<file path="src/include/loadUnit_cfg.svh">
`ifndef LOAD_UNIT_CFG_SVH
`define LOAD_UNIT_CFG_SVH

// primary opcodes of the supported loads
`define LOAD_OP_LB  6'd32
`define LOAD_OP_LBU 6'd36
`define LOAD_OP_LH  6'd33
`define LOAD_OP_LHU 6'd37
`define LOAD_OP_LW  6'd35
`define LOAD_OP_LWL 6'd34
`define LOAD_OP_LWR 6'd38
`define LOAD_OP_LUI 6'd15

// APB address bus width
`define LOAD_APB_AW 32

`endif

</file>
<file path="src/hw/loadPkg.sv">
package loadPkg;

    // widths that carry a meaning
    typedef logic [31:0] wordT;     // data word, register or memory
    typedef logic [31:0] addrT;     // byte address
    typedef logic [5:0]  opcodeT;   // primary opcode, instr[31:26]
    typedef logic [1:0]  byteOffT;  // byte offset inside a word

    // decoded load kinds
    typedef enum logic [3:0] {
        opLb,
        opLbu,
        opLh,
        opLhu,
        opLw,
        opLwl,
        opLwr,
        opLui,
        opBad   // unknown opcode
    } loadOpT;

    // APB read requester
    typedef enum logic [1:0] {
        apbIdle,
        apbSetup,
        apbAccess
    } apbStateT;

    // single entry decode stage
    typedef enum logic {
        decEmpty,
        decFull
    } decStateT;

endpackage

</file>
<file path="src/hw/loadReqIf.sv">
`timescale 1ns/100ps

// decoded memory load, decoder to APB requester
interface loadReqIf;

    logic valid;
    logic ready;
    loadPkg::loadOpT op;
    loadPkg::addrT wordAddr;    // low two bits always zero
    loadPkg::byteOffT offset;
    loadPkg::wordT regWord;     // old destination value, for LWL/LWR

    modport src (
        output valid,
        output op,
        output wordAddr,
        output offset,
        output regWord,
        input  ready
    );

    modport dst (
        input  valid,
        input  op,
        input  wordAddr,
        input  offset,
        input  regWord,
        output ready
    );

endinterface

</file>
<file path="src/hw/loadDecode.sv">
`timescale 1ns/100ps
`include "loadUnit_cfg.svh"

module loadDecode (
    input  logic clk,
    input  logic arstN,
    input  logic reqValid,
    output logic reqReady,
    input  loadPkg::wordT reqInstr,
    input  loadPkg::addrT reqAddr,
    input  loadPkg::wordT reqRegWord,
    loadReqIf.src req,
    output logic bypassValid,
    output loadPkg::wordT bypassData,
    output logic bypassError,
    input  logic bypassTake
);

    loadPkg::decStateT state;
    loadPkg::wordT instrQ;
    loadPkg::addrT addrQ;
    loadPkg::wordT regWordQ;

    loadPkg::opcodeT opcode;
    loadPkg::loadOpT op;
    loadPkg::byteOffT offset;
    logic misaligned;
    logic isBad;
    logic isBypass;
    logic drain;

    assign opcode = instrQ[31:26];
    assign offset = addrQ[1:0];

    always_comb begin
        case (opcode)
            `LOAD_OP_LB:  op = loadPkg::opLb;
            `LOAD_OP_LBU: op = loadPkg::opLbu;
            `LOAD_OP_LH:  op = loadPkg::opLh;
            `LOAD_OP_LHU: op = loadPkg::opLhu;
            `LOAD_OP_LW:  op = loadPkg::opLw;
            `LOAD_OP_LWL: op = loadPkg::opLwl;
            `LOAD_OP_LWR: op = loadPkg::opLwr;
            `LOAD_OP_LUI: op = loadPkg::opLui;
            default:      op = loadPkg::opBad;
        endcase
    end

    // halfwords need an even offset, words offset 0
    always_comb begin
        case (op)
            loadPkg::opLh, loadPkg::opLhu: misaligned = offset[0];
            loadPkg::opLw:                 misaligned = (offset != 2'd0);
            default:                       misaligned = 1'b0;
        endcase
    end

    assign isBad    = (op == loadPkg::opBad) || misaligned;
    assign isBypass = isBad || (op == loadPkg::opLui);

    // bypass path, no memory access
    assign bypassValid = (state == loadPkg::decFull) && isBypass;
    assign bypassError = isBad;
    assign bypassData  = (op == loadPkg::opLui) ? {instrQ[15:0], 16'h0000} : '0;

    // memory loads go to the requester word aligned
    assign req.valid    = (state == loadPkg::decFull) && !isBypass;
    assign req.op       = op;
    assign req.wordAddr = {addrQ[31:2], 2'b00};
    assign req.offset   = offset;
    assign req.regWord  = regWordQ;

    assign drain    = (bypassValid && bypassTake) || (req.valid && req.ready);
    assign reqReady = (state == loadPkg::decEmpty) || drain;

    always_ff @(posedge clk or negedge arstN) begin
        if (!arstN) begin
            state <= loadPkg::decEmpty;
        end else if (reqValid && reqReady) begin
            state <= loadPkg::decFull;
        end else if (drain) begin
            state <= loadPkg::decEmpty;
        end
    end

    always_ff @(posedge clk) begin
        if (reqValid && reqReady) begin
            instrQ   <= reqInstr;
            addrQ    <= reqAddr;
            regWordQ <= reqRegWord;
        end
    end

    // the top level only takes a bypass result that is on offer
    assert property (@(posedge clk) disable iff (!arstN)
        bypassTake |-> bypassValid)
        else $error("bypass result taken while none was offered");

endmodule

</file>
<file path="src/hw/apbLoadMaster.sv">
`timescale 1ns/100ps
`include "loadUnit_cfg.svh"

module apbLoadMaster (
    input  logic clk,
    input  logic arstN,
    loadReqIf.dst req,
    output logic [`LOAD_APB_AW-1:0] paddr,
    output logic psel,
    output logic penable,
    input  loadPkg::wordT prdata,
    input  logic pready,
    input  logic pslverr,
    output logic rdValid,
    output loadPkg::wordT rdData,
    output logic rdErr,
    output loadPkg::loadOpT rdOp,
    output loadPkg::byteOffT rdOffset,
    output loadPkg::wordT rdRegWord,
    input  logic rdTake
);

    loadPkg::apbStateT state;
    logic heldQ;            // finished read waiting for rdTake
    logic done;
    logic xfer;

    logic [`LOAD_APB_AW-1:0] paddrQ;
    loadPkg::loadOpT opQ;
    loadPkg::byteOffT offsetQ;
    loadPkg::wordT regWordQ;
    loadPkg::wordT dataQ;
    logic errQ;

    // one read at a time, nothing new while a result is parked
    assign req.ready = (state == loadPkg::apbIdle) && !heldQ;
    assign xfer      = req.valid && req.ready;
    assign done      = (state == loadPkg::apbAccess) && pready;

    assign paddr   = paddrQ;
    assign psel    = (state != loadPkg::apbIdle);
    assign penable = (state == loadPkg::apbAccess);

    always_ff @(posedge clk or negedge arstN) begin
        if (!arstN) begin
            state <= loadPkg::apbIdle;
        end else begin
            case (state)
                loadPkg::apbIdle:   if (xfer) state <= loadPkg::apbSetup;
                loadPkg::apbSetup:  state <= loadPkg::apbAccess;
                loadPkg::apbAccess: if (pready) state <= loadPkg::apbIdle;
                default:            state <= loadPkg::apbIdle;
            endcase
        end
    end

    always_ff @(posedge clk or negedge arstN) begin
        if (!arstN) begin
            heldQ <= 1'b0;
        end else if (done && !rdTake) begin
            heldQ <= 1'b1;
        end else if (rdTake) begin
            heldQ <= 1'b0;
        end
    end

    // operation fields at transfer, read data at completion
    always_ff @(posedge clk) begin
        if (xfer) begin
            paddrQ   <= req.wordAddr[`LOAD_APB_AW-1:0];
            opQ      <= req.op;
            offsetQ  <= req.offset;
            regWordQ <= req.regWord;
        end
        if (done) begin
            dataQ <= prdata;
            errQ  <= pslverr;
        end
    end

    // completing read is forwarded in its own cycle
    assign rdValid   = done || heldQ;
    assign rdData    = heldQ ? dataQ : prdata;
    assign rdErr     = heldQ ? errQ : pslverr;
    assign rdOp      = opQ;
    assign rdOffset  = offsetQ;
    assign rdRegWord = regWordQ;

    // decoder keeps its offer steady until the requester takes it
    assert property (@(posedge clk) disable iff (!arstN)
        req.valid && !req.ready |=> req.valid && $stable(req.wordAddr) && $stable(req.op))
        else $error("load request changed before it was accepted");

    assert property (@(posedge clk) disable iff (!arstN)
        psel |-> paddr[1:0] == 2'b00)
        else $error("APB read of an address that is not word aligned");

endmodule

</file>
<file path="src/hw/loadAlign.sv">
`timescale 1ns/100ps

module loadAlign (
    input  loadPkg::loadOpT op,
    input  loadPkg::byteOffT offset,
    input  loadPkg::wordT memWord,
    input  loadPkg::wordT regWord,
    output loadPkg::wordT result
);

    logic [7:0]  laneByte;
    logic [15:0] laneHalf;

    // little endian, lane k is bits 8k+7:8k
    assign laneByte = memWord[{offset, 3'b000} +: 8];
    assign laneHalf = memWord[{offset[1], 4'b0000} +: 16];

    always_comb begin
        case (op)
            loadPkg::opLb:  result = {{24{laneByte[7]}}, laneByte};
            loadPkg::opLbu: result = {24'h000000, laneByte};
            loadPkg::opLh:  result = {{16{laneHalf[15]}}, laneHalf};
            loadPkg::opLhu: result = {16'h0000, laneHalf};
            loadPkg::opLw:  result = memWord;

            // memory shifted down, register keeps its top bytes
            loadPkg::opLwr: begin
                case (offset)
                    2'd0:    result = memWord;
                    2'd1:    result = {regWord[31:24], memWord[31:8]};
                    2'd2:    result = {regWord[31:16], memWord[31:16]};
                    default: result = {regWord[31:8], memWord[31:24]};
                endcase
            end

            // low memory bytes to the top, register fills below
            loadPkg::opLwl: begin
                case (offset)
                    2'd0:    result = {memWord[7:0], regWord[23:0]};
                    2'd1:    result = {memWord[15:0], regWord[15:0]};
                    2'd2:    result = {memWord[23:0], regWord[7:0]};
                    default: result = memWord;
                endcase
            end

            default: result = '0;   // LUI and bad ops never come this way
        endcase
    end

endmodule

</file>
<file path="src/hw/loadUnit.sv">
`timescale 1ns/100ps
`include "loadUnit_cfg.svh"

module loadUnit (
    input  logic clk,
    input  logic arstN,
    input  logic reqValid,
    output logic reqReady,
    input  loadPkg::wordT reqInstr,
    input  loadPkg::addrT reqAddr,
    input  loadPkg::wordT reqRegWord,
    output logic rspValid,
    input  logic rspReady,
    output loadPkg::wordT rspData,
    output logic rspError,
    output logic [`LOAD_APB_AW-1:0] paddr,
    output logic psel,
    output logic penable,
    input  loadPkg::wordT prdata,
    input  logic pready,
    input  logic pslverr
);

    loadReqIf reqIf ();

    logic bypassValid;
    loadPkg::wordT bypassData;
    logic bypassError;
    logic bypassTake;

    logic rdValid;
    loadPkg::wordT rdData;
    logic rdErr;
    loadPkg::loadOpT rdOp;
    loadPkg::byteOffT rdOffset;
    loadPkg::wordT rdRegWord;
    logic rdTake;

    loadPkg::wordT alignResult;
    logic canLoad;

    loadDecode uDecode (
        .clk         (clk),
        .arstN       (arstN),
        .reqValid    (reqValid),
        .reqReady    (reqReady),
        .reqInstr    (reqInstr),
        .reqAddr     (reqAddr),
        .reqRegWord  (reqRegWord),
        .req         (reqIf.src),
        .bypassValid (bypassValid),
        .bypassData  (bypassData),
        .bypassError (bypassError),
        .bypassTake  (bypassTake)
    );

    apbLoadMaster uApb (
        .clk       (clk),
        .arstN     (arstN),
        .req       (reqIf.dst),
        .paddr     (paddr),
        .psel      (psel),
        .penable   (penable),
        .prdata    (prdata),
        .pready    (pready),
        .pslverr   (pslverr),
        .rdValid   (rdValid),
        .rdData    (rdData),
        .rdErr     (rdErr),
        .rdOp      (rdOp),
        .rdOffset  (rdOffset),
        .rdRegWord (rdRegWord),
        .rdTake    (rdTake)
    );

    loadAlign uAlign (
        .op      (rdOp),
        .offset  (rdOffset),
        .memWord (rdData),
        .regWord (rdRegWord),
        .result  (alignResult)
    );

    assign canLoad = !rspValid || rspReady;
    assign rdTake  = rdValid && canLoad;
    // requester idle and empty means the bypass entry is the oldest
    assign bypassTake = bypassValid && canLoad && reqIf.ready;

    always_ff @(posedge clk or negedge arstN) begin
        if (!arstN) begin
            rspValid <= 1'b0;
        end else if (rdTake || bypassTake) begin
            rspValid <= 1'b1;
        end else if (rspReady) begin
            rspValid <= 1'b0;
        end
    end

    always_ff @(posedge clk) begin
        if (rdTake) begin
            rspData  <= rdErr ? '0 : alignResult;   // slave error zeroes data
            rspError <= rdErr;
        end else if (bypassTake) begin
            rspData  <= bypassData;
            rspError <= bypassError;
        end
    end

    // a finished memory load is older than any waiting bypass result
    assert property (@(posedge clk) disable iff (!arstN)
        rdValid |-> !bypassTake)
        else $error("bypass result overtook an older memory load");

endmodule

</file>
<file path="config.mk">
export PLATFORM = sky130hd
export DESIGN_NAME = loadUnit
export DESIGN_NICKNAME = d
export VERILOG_FILES = /design/src/hw/loadPkg.sv /design/src/hw/loadReqIf.sv /design/src/hw/loadDecode.sv /design/src/hw/apbLoadMaster.sv /design/src/hw/loadAlign.sv /design/src/hw/loadUnit.sv
export VERILOG_INCLUDE_DIRS = /design/src /design/src/include
export SDC_FILE = /design/constraint.sdc
export NUM_CORES = 1
export LEC_CHECK = 0
export BUFFER_PORTS_ARGS = -buffer_cell sky130_fd_sc_hd__buf_4
export CORE_ASPECT_RATIO = 0.7
export CORE_UTILIZATION = 60
export DETAILED_ROUTE_END_ITERATION = 7
export PLACE_DENSITY = 0.85
export SYNTH_ARGS = -nofsm -noshare
export SYNTH_HDL_FRONTEND = slang
export SYNTH_HIERARCHICAL = 1
export SYNTH_SLANG_ARGS = --single-unit
</file>
<file path="constraint.sdc">
create_clock -name clk -period 14.9 [get_ports clk]
set_input_delay 0.745 -clock clk [delete_from_list [all_inputs] [get_ports clk]]
set_output_delay 0.745 -clock clk [all_outputs]
set_load 0.02 [all_outputs]
</file>
Word level (Yosys, flattened, before mapping)
Index checks and enable logic that the tools add are counted.
Storage, ports and cells
  flip-flop bits (word level): 235
  bits of input ports: 134
  output and inout bits: 69
Operators by class
  eq/ne operators: 25
  shifts and indexed selects: 2
  multiplexer cells: 22
  bitwise operators: 1
  reductions and logical operators: 33
Operator list (count)
  $pmux 32 s7: 1
  $pmux 32 s3: 2
  $mux 32: 5
  $eq 6x6->1 const B: 7
  $pmux 4 s8: 1
  $shiftx 32x6->16: 1
  $shiftx 32x6->8: 1
  $eq 4x3->1 const B: 5
  $eq 4x2->1 const B: 4
  $reduce_bool 2->1: 6
  $logic_and 1x1->1: 11
  $mux 1: 9
  $logic_or 1x1->1: 7
  $eq 6x4->1 const B: 1
  $pmux 2 s3: 1
  $eq 2x1->1 const B: 2
  $eq 2x2->1 const B: 2
  $eq 4x1->1 const B: 1
  $eq 4x4->1 const B: 1
  $logic_not 1->1: 4
  $logic_not 2->1: 2
  $logic_not 4->1: 1
  $mux 2: 2
  $ne 2x1->1 const B: 2
  other kinds (4): 4

Logic depth before layout (Yosys ltp)
Gate-level depths: netlist (run 1).
  depth in word-level cells: 15
  depth in mapped cells: 11
  mapped depth without buffers: 7

Cells and area by module
Netlist (run 1), hierarchy kept.
By module, submodules not included
  apbLoadMaster: times used 1, cells an instance 155, area each 3789.9 um^2, seq. area each 3168.0 um^2
  loadDecode: times used 1, cells an instance 160, area each 3138.0 um^2, seq. area each 2607.5 um^2
  loadAlign: times used 1, cells an instance 241, area each 1899.3 um^2, seq. area each 0.0 um^2
  loadUnit: times used 1, cells an instance 113, area each 1834.3 um^2, seq. area each 1016.0 um^2

Worst setup path before layout (run 1)
No wires, ideal clock.
  path type: reg2reg
  start: register uDecode.instrQ[31]
  end: register uDecode.addrQ[0] (enable)
  library setup time: 568 ps
  data arrival time: 5655 ps
  data required time: 14332 ps
  slack: 8678 ps
  stages on the path, launching flop included: 8
  buffers on the path: 1
  clock period less this slack: 6222 ps
  path through: edfxtp_1 > nor2b_1 > buf_2 > nand4b_2 > and2_1 > and3_2 > o21ai_0 > mux2i_1
On the way
  cells in the longest elaborated chain, start to end: 14
  elaborated cells between the ends (all ways): 28
  classes of those cells: 13 x eq/ne; 2 x mux; 13 x reduce/logical
Ends and longest elaborated chain
  start: declaration: line loadDecode.sv:20  | loadPkg::wordT instrQ;
  start signal: assignment: line loadDecode.sv:88  | instrQ <= reqInstr;
  $eq 6x4->1 / $eq 6x6->1 (equally long branches): line loadDecode.sv:36  | case (opcode)
  $pmux 4 s8 (*): line loadDecode.sv:36
  $eq 4x2->1: line loadDecode.sv:51  | case (op)
  $reduce_or 2->1: line loadDecode.sv:51
  $pmux 1 s2: line loadDecode.sv:51
  $logic_or 1x1->1: line loadDecode.sv:58  | assign isBad = (op == loadPkg::opBad) || misaligned;
  $logic_or 1x1->1 (*): line loadDecode.sv:59  | assign isBypass = isBad || (op == loadPkg::opLui);
  $logic_and 1x1->1 (*): line loadDecode.sv:62  | assign bypassValid = (state == loadPkg::decFull) && isBypass;
  net bypassValid: line loadUnit.sv:26  | logic bypassValid;
  $logic_and 1x1->1 (*) (2 in series): line loadUnit.sv:87  | assign bypassTake = bypassValid && canLoad && reqIf.ready;
  net bypassTake: line loadUnit.sv:29  | logic bypassTake;
  $logic_and 1x1->1 (*): line loadDecode.sv:73  | assign drain = (bypassValid && bypassTake) || (req.valid && req.ready);
  $logic_or 1x1->1 (*): line loadDecode.sv:73
  $logic_or 1x1->1 (*): line loadDecode.sv:74  | assign reqReady = (state == loadPkg::decEmpty) || drain;
  $logic_and 1x1->1 (*): line loadDecode.sv:87  | if (reqValid && reqReady) begin
  end signal: assignment: line loadDecode.sv:89  | addrQ <= reqAddr;
  end: declaration: line loadDecode.sv:21  | loadPkg::addrT addrQ;
The timed path passes the listed nets; every way through them passes the cells marked *.
A chain may end at the register's enable or synchronous reset.

Worst setup path after layout (run 1)
  start: register uApb.heldQ
  end: register rspData[20] (data pin)
On the way
  cells in the longest elaborated chain, start to end: 5
  elaborated cells between the ends (all ways): 11
  classes of those cells: 2 x shift; 7 x mux; 2 x reduce/logical
Ends and longest elaborated chain
  start: declaration: line apbLoadMaster.sv:24  | logic heldQ;
  start signal: assignment: line apbLoadMaster.sv:59  | heldQ <= 1'b0;
  start signal: assignment: line apbLoadMaster.sv:61  | heldQ <= 1'b1;
  start signal: assignment: line apbLoadMaster.sv:63  | heldQ <= 1'b0;
  $mux 32 (*): line apbLoadMaster.sv:83  | assign rdData = heldQ ? dataQ : prdata;
  net rdData[31]: line loadUnit.sv:32  | loadPkg::wordT rdData;
  $shiftx 32x6->16 / $shiftx 32x6->8 (equally long branches): line loadAlign.sv:16, loadAlign.sv:15
  $pmux 32 s7 (*): line loadAlign.sv:19  | case (op)
  net alignResult[20]: line loadUnit.sv:39  | loadPkg::wordT alignResult;
  $mux 32 (*): line loadUnit.sv:101  | rspData <= rdErr ? '0 : alignResult;
  $mux 32 (*): line loadUnit.sv:100  | if (rdTake) begin
  end signal: assignment: line loadUnit.sv:101
  end signal: assignment: line loadUnit.sv:104  | rspData <= bypassData;
  end: declaration: line loadUnit.sv:14  | output loadPkg::wordT rspData,
Marked as above.

==> impl_metrics.py, run 1 <==
metrics = {
    "outcome": {
        "outcome": "finished clean",
    },
    "clocking": {
        "cts_resized": 0,
        "clockBufferDepth": 3,
        "cts_root_buffer": "clkbuf_16",
        "htreeDepth": 1,
        "clkSinkCount": 227,
        "cts_tree": "done",
        "cts_setup_buffers": 0,
        "cts_buffers": 21,
        "clk_latency_ns": 0.51,
        "cts_hold_buf": 0,
        "clkTransAtPathRegs_ns": 0.07,
    },
    "layout": {
        "design_area_mm2": 0.0128,
        "drive_gt1_share_pct": 42.0,
        "area_growth_pct": 20.0,
        "seqCellArea_mm2": 0.00679,
        "fill_cells": 1059,
        "n_antenna_cell": 0,
        "layout.nets": 983,
        "fin_util_pct": 74.1,
        "multi_input_area_mm2": 0.00349,
    },
    "global_route": {
        "grt_overflow": 0,
        "grt_pass1_wl_um": 35600,
        "grt_pass1_vias": 6300,
        "grt_max_degree": 71,
        "grtUsageTotal_pct": 25.6,
        "antenna_found_initial": 0,
    },
    "worst_setup_path": {
        "worstSetupEndpointType": "register",
        "cpMaxStageDelayCell": "dfrtp_2",
        "worstSetupPathType": "register to register",
        "required_ns": 15.15,
        "cp_data_arrival_time_ns": 3.86,
        "cp-start-kind": "register",
        "crit_buf_inv": 0,
        "cp_top_family": "multiplexers",
        "worst_path_largest_cell_delay_ns": 1.10,
        "crit_path_frequent_cell": "mux2_4",
        "crit_path_start": "uApb/heldQ",
        "r2r-start": "uApb/heldQ",
        "cp_max_fo": 35,
        "crit_chain": "mux2_2, mux2_4, mux2i_1, or4_1, nand3_1, nor2b_1, mux2_4",
    },
    "timing": {
        "slew_violations": 0,
        "tns_ns": 0,
        "holdWs_ns": 0.0310,
        "final-hold-violation-count": 0,
        "rsz0062_at_grt": "no",
        "clock.fmax_mhz": 277,
        "slew_headroom_pct": 24.8,
        "fin_crit_ns": 3.61,
        "finalSetupViolations": 0,
        "tightest_slew_ns": 1.13,
        "period_share_pct": 24.2,
        "fin_skew_ns": 0.0121,
    },
    "synthesis": {
        "synth.top_cell.area_share_pct": 62.5,
        "ys.flop_type": "edfxtp_1",
        "seq_area_frac_synth_pct": 63.7,
        "yosys_warnings": 6,
        "synth_area_per_cell_um2": 15.9,
        "syn_inst": 669,
        "synth_area_leaders": "edfxtp_1 63%, mux2_4 8.4%, mux4_2 3.8%, mux2i_1 2.5%, nor2b_1 2.2%",
        "ys_types": 57,
        "async_flop_share_pct": 2.20,
        "synth-edff-count": 222,
        "ys_seq_elements": 227,
        "synth_area_leader_cell": "edfxtp_1",
        "syn_area_mm2": 0.0107,
    },
    "power": {
        "clkPwrFrac_pct": 26.0,
        "p_sw_mw": 0.622,
        "ir_worst_vdd_mv": 0.118,
        "p_leak_nw": 5.00,
        "switching_share_pct": 29.7,
        "pwr-share-seq_pct": 47.5,
        "power.internal_mw": 1.47,
        "pwr-share-comb_pct": 26.5,
        "power_density_mw_per_mm2": 164,
    },
    "routing": {
        "wl_per_cell_um": 21.4,
        "wl_um": 23400,
        "post-route-drc-count": 0,
        "viasPerCell": 5.84,
        "ant_nets": 0,
        "drt-initial-drc-count": 527,
        "dr.pass1.iters": 6,
        "vias": 6398,
    },
    "floorplanning": {
        "fp.coreArea_mm2": 0.0173,
        "fp.dieW_um": 161,
        "std_cell_rows": 40,
        "die_area_mm2": 0.0183,
        "start_util_pct": 61.7,
        "die_h_um": 114,
        "ioPinCount": 203,
    },
    "placed_design": {
        "place_hpwl_um": 15700,
        "portBuffers": 192,
        "postPlaceCellArea_mm2": 0.0121,
        "gp_congestion": 0.854,
    },
    "min_path": {
        "worstHoldPathType": "input port to async pin",
    },
    "run": {
        "max_cap_violations": 0,
    },
}
==> cells by family (layout without fill, tap and decap cells) <==
kind of cell	after synthesis	count (layout)	synth area share [%]
AO/OA/AOI/OAI	86	86	5.49
buffers and inverters	66	244	4.67
flip-flops	227	227	63.7
multiplexers	122	122	16.6
other	1	18	0.0352
AND/OR/NAND/NOR	167	167	9.52
==> power by group through the flow <==
stage	clock (mW)	combinational (mW)	sequential [mW]
2_1_floorplan	0	0.326	1.06
3_3_place_gp	0	0.538	0.995
3_5_place_dp	0	0.553	1.01
4_1_cts	0.551	0.555	0.996
5_1_grt	0.572	0.590	1.01
6_report	0.543	0.555	0.994
==> metal layers <==
| layer | up-vias | track usage, % | routed length [um] |
|---|---|---|---|
| li1 | 2903 | - | - |
| met5 | - | 0 | 0 |
| met2 | 325 | 40.0 | 10800 |
| met1 | 3137 | 37.3 | 9960 |
| met4 | 0 | 4.72 | 390 |
| met3 | 33 | 6.44 | 2230 |
==> synth_stat cells, types with 16 or more instances <==
library cell / count
a21oi_1: 19
a22oi_1: 21
buf_2: 21
buf_4: 20
edfxtp_1: 222
mux2_2: 17
mux2_4: 60
mux2i_1: 27
mux4_2: 18
nand2_1: 41
nand3_1: 21
nor2b_1: 38
o21ai_0: 16
==> cells in the final DEF, fill, tap and decap left out, types with 5 or more instances in the layout <==
master	instances
buf_4	199
a22oi_1	21
o211ai_1	5
mux2i_1	26
inv_1	7
and2_2	14
a21oi_1	18
nor2_1	13
nand2_1	41
conb_1	18
clkbuf_16	21
and2_1	5
edfxtp_1	222
mux4_2	18
mux2_4	60
nor2b_1	38
mux2_2	17
a222oi_1	7
o21ai_0	16
a211oi_1	7
nand3_1	21
==> flip-flops by register name, summed over array words and instances, names as in the netlist, 4 cells and up <==
| register | cells |
|---|---|
| uDecode/req.regWord | 32 |
| uApb/paddr | 32 |
| uApb/rdOp | 4 |
| rspData | 32 |
| uDecode/addrQ | 32 |
| uDecode/instrQ | 22 |
| uApb/dataQ | 32 |
| uApb/rdRegWord | 32 |
==> path summary, 6_finish.rpt <==
kind / endpoint / slack, ns / cells after the start
setup / recovery: rspData[20] / 11.29 / 7
hold / removal: uApb/heldQ / 0.03 / 1
setup reg to reg: rspData[20] / 11.29 / 7
hold reg to reg: uApb/paddr[20] / 0.42 / 0
max in group asynchronous: uApb/heldQ / 14.75 / 1
min in group clk: uDecode/req.regWord[14] / 0.41 / 1
==> cell type report <==
class	count	share of cell area, %
flip-flops and latches	227	53.1
clock inverters	10	0.841
inverters	7	0.205
multi-input cells	393	27.3
well taps	231	2.26
clock buffers	28	4.63
repair buffers	199	11.7
==> per-stage QoR <==
step | power [mW] | cells | worst slack, ns
2_1_floorplan | 1.39 | 686 | 8.68
3_3_place_gp | 1.53 | 1057 | 11.33
3_5_place_dp | 1.56 | 1057 | 11.35
4_1_cts | 2.10 | 1095 | 11.31
5_1_grt | 2.17 | 1095 | 11.16
6_report | 2.09 | 1095 | 11.29
Power figures use the tool's default switching activity.
==> run 2, diff against run 1 <==
--- a/config.mk
+++ b/config.mk
@@ -8,9 +8,9 @@
 export LEC_CHECK = 0
 export BUFFER_PORTS_ARGS = -buffer_cell sky130_fd_sc_hd__buf_4
 export CORE_ASPECT_RATIO = 0.7
-export CORE_UTILIZATION = 60
+export CORE_UTILIZATION = 50
 export DETAILED_ROUTE_END_ITERATION = 7
-export PLACE_DENSITY = 0.85
+export PLACE_DENSITY = 0.76
 export SYNTH_ARGS = -nofsm -noshare
 export SYNTH_HDL_FRONTEND = slang
 export SYNTH_HIERARCHICAL = 1
==> constraint.sdc (replaced) <==
create_clock -name clk -period 3.2 [get_ports clk]
set_input_delay 0.16 -clock clk [delete_from_list [all_inputs] [get_ports clk]]
set_output_delay 0.16 -clock clk [all_outputs]
set_load 0.02 [all_outputs]
==> run 2 against run 1 <==
Final area increased by 12%. Final cell count increased by 17%. Fmax grew 25%. Die area is 20% higher. Via count grew 8.0%. First-iteration DRC count up 14%. Critical path type unchanged. Largest power group unchanged. Highest routed layer unchanged.
==> impl_metrics.py, run 2 (synthesized netlist as in run 1, its figures left out) <==
metrics = {
    "clocking": {
        "clk_latency_ns": 0.51,
        "htreeDepth": 1,
        "cts_resized": 0,
        "clkSinkCount": 227,
        "clkTransAtPathRegs_ns": 0.06,
        "cts_root_buffer": "clkbuf_16",
        "clockBufferDepth": 3,
        "cts_buffers": 23,
        "cts_tree": "done",
    },
    "layout": {
        "design_area_mm2": 0.0143,
        "drive_gt1_share_pct": 37.4,
        "mostFrequentLayoutCells": "222 x edfxtp_1, 212 x buf_4, 124 x dlygate4sd3_1, 60 x mux2_4, 41 x nand2_1",
        "layout.nets": 1126,
        "fin_cells": 1284,
        "area_growth_pct": 34.3,
        "final_common_cell": "edfxtp_1",
        "fin_util_pct": 68.8,
    },
    "timing": {
        "tns_ns": 0,
        "rsz0062_at_grt": "no",
        "holdWs_ns": 0.362,
        "final-hold-violation-count": 0,
        "fin_skew_ns": 0.0135,
        "slew_headroom_pct": 29.5,
        "clock.fmax_mhz": 346,
        "tightest_slew_ns": 1.05,
        "fin_crit_ns": 2.89,
        "finalSetupViolations": 0,
        "slew_violations": 0,
        "setup_ws_ns": 0.307,
        "period_share_pct": 90.4,
    },
    "worst_setup_path": {
        "worstSetupEndpointType": "register",
        "worst_path_largest_cell_delay_ns": 0.53,
        "r2r-start": "uApb/heldQ",
        "cpMaxStageDelayCell": "dfrtp_2",
        "worstSetupPathType": "register to register",
        "cp_data_arrival_time_ns": 3.14,
        "crit_path_frequent_cell": "mux2_4",
        "r2r_end": "rspData[12]",
        "required_ns": 3.45,
        "r2r_slack_ns": 0.31,
        "cp-start-kind": "register",
        "crit_chain": "mux2_2, mux2_4, mux2i_1, or3_1, nand3_1, nor2b_1, mux2_4",
        "cp_max_fo": 9,
        "reg2regPathDepth": 7,
    },
    "routing": {
        "wl_met1_um": 10500,
        "vias": 6911,
        "routed-wl-met2_um": 11600,
        "highest_layer": "met4",
        "post-route-drc-count": 0,
        "viasPerCell": 5.38,
        "dr.pass1.iters": 5,
        "wl_per_cell_um": 19.4,
        "wl_met3_um": 2300,
        "wl_um": 24900,
        "drt-initial-drc-count": 599,
        "ant_nets": 0,
    },
    "min_path": {
        "worstHoldPathType": "input port to register",
        "holdPathEnd": "uDecode/req.regWord[23]",
        "min_path_cells": 2,
        "holdCritStartpoint": "reqRegWord[23]",
    },
    "placed_design": {
        "postPlaceCellArea_mm2": 0.0123,
        "portBuffers": 192,
        "pre_cts_ws_ns": 0.387,
        "placed_cells": 1119,
        "place_hpwl_um": 16400,
        "gp_congestion": 0.893,
    },
    "floorplanning": {
        "start_util_pct": 51.2,
        "ioPinCount": 203,
        "die_area_mm2": 0.0219,
        "fp.dieW_um": 177,
        "fp.coreArea_mm2": 0.0208,
        "std_cell_rows": 44,
        "die_h_um": 124,
    },
    "power": {
        "p_leak_nw": 5.64,
        "power_mw": 10.1,
        "switching_share_pct": 29.5,
        "power_density_mw_per_mm2": 704,
        "pwr-share-comb_pct": 28.2,
        "pwr-share-seq_pct": 45.4,
        "p_sw_mw": 2.98,
        "power.internal_mw": 7.11,
        "ir_worst_vdd_mv": 0.584,
        "clkPwrFrac_pct": 26.4,
    },
    "global_route": {
        "antenna_found_initial": 1,
        "grtUsageTotal_pct": 22.9,
        "grt_pass1_wl_um": 37800,
        "grt_pass1_vias": 6978,
        "grt_max_degree": 63,
        "grt_overflow": 0,
    },
    "run": {
        "max_cap_violations": 0,
    },
    "outcome": {
        "outcome": "finished clean",
    },
}
==> run 2: cell count changes in the layout (fill, tap and decap cells not counted), moves of 3 or more <==
cell / before / now
clkbuf_8: 4 / 0
clkinv_2: 4 / 0
buf_12: 0 / 4
clkbuf_1: 3 / 6
clkinv_1: 1 / 5
dlygate4sd3_1: 0 / 124
buf_4: 199 / 212
==> run 2: how the worst max path moves through the flow <==
stage | start | endpoint | slack (ns) | depth (start not counted)
2_1_floorplan | uDecode/instrQ[31] | uDecode/addrQ[0] | -0.04 | 7
3_3_place_gp | uApb/heldQ | rspData[1] | 0.40 | 7
3_5_place_dp | uApb/heldQ | rspData[1] | 0.39 | 7
4_1_cts | uApb/heldQ | rspData[1] | 0.36 | 7
5_1_grt | uApb/rdOp[0] | rspData[27] | 0.13 | 6
6_report | uApb/heldQ | rspData[12] | 0.31 | 7
==> run 2: what timing repair did <==
| action | 4_1_cts | 5_1_grt |
|---|---|---|
| hold buffers | 124 | 0 |
| setup buffers | 0 | 0 |
| hold endpoints to repair | 128 | 0 |
==> run 2: layout make-up <==
type	count	area, um^2
inverters	7	26.3
multi-input cells	393	3510
flip-flops and latches	227	6790
repair buffers	340	2910
diodes	1	2.50
clock buffers	29	598
clock inverters	11	138
well taps	276	345
fillers	1390	6490
==> run 2: critical path, delay by kind of cell, from the launching register on <==
kind             cells  cell delay [ns]
muxes                4             1.26
DFF                  1             0.53
and+or+nand+nor      3             0.84
==> run 2: routing by layer <==
| metal | vias up | track usage (%) |
|---|---|---|
| li1 | 3196 | - |
| met5 | - | 0 |
| met4 | 0 | 5.98 |
| met2 | 334 | 36.7 |
| met1 | 3340 | 31.7 |
| met3 | 41 | 5.43 |
==> run 2: power groups by stage <==
stage	Sequential, mW	Clock, mW	Combinational, mW
2_1_floorplan	4.88	0	1.56
3_3_place_gp	4.59	0	2.67
3_5_place_dp	4.63	0	2.71
4_1_cts	4.57	2.69	2.84
5_1_grt	4.64	2.80	3.05
6_report	4.58	2.66	2.85
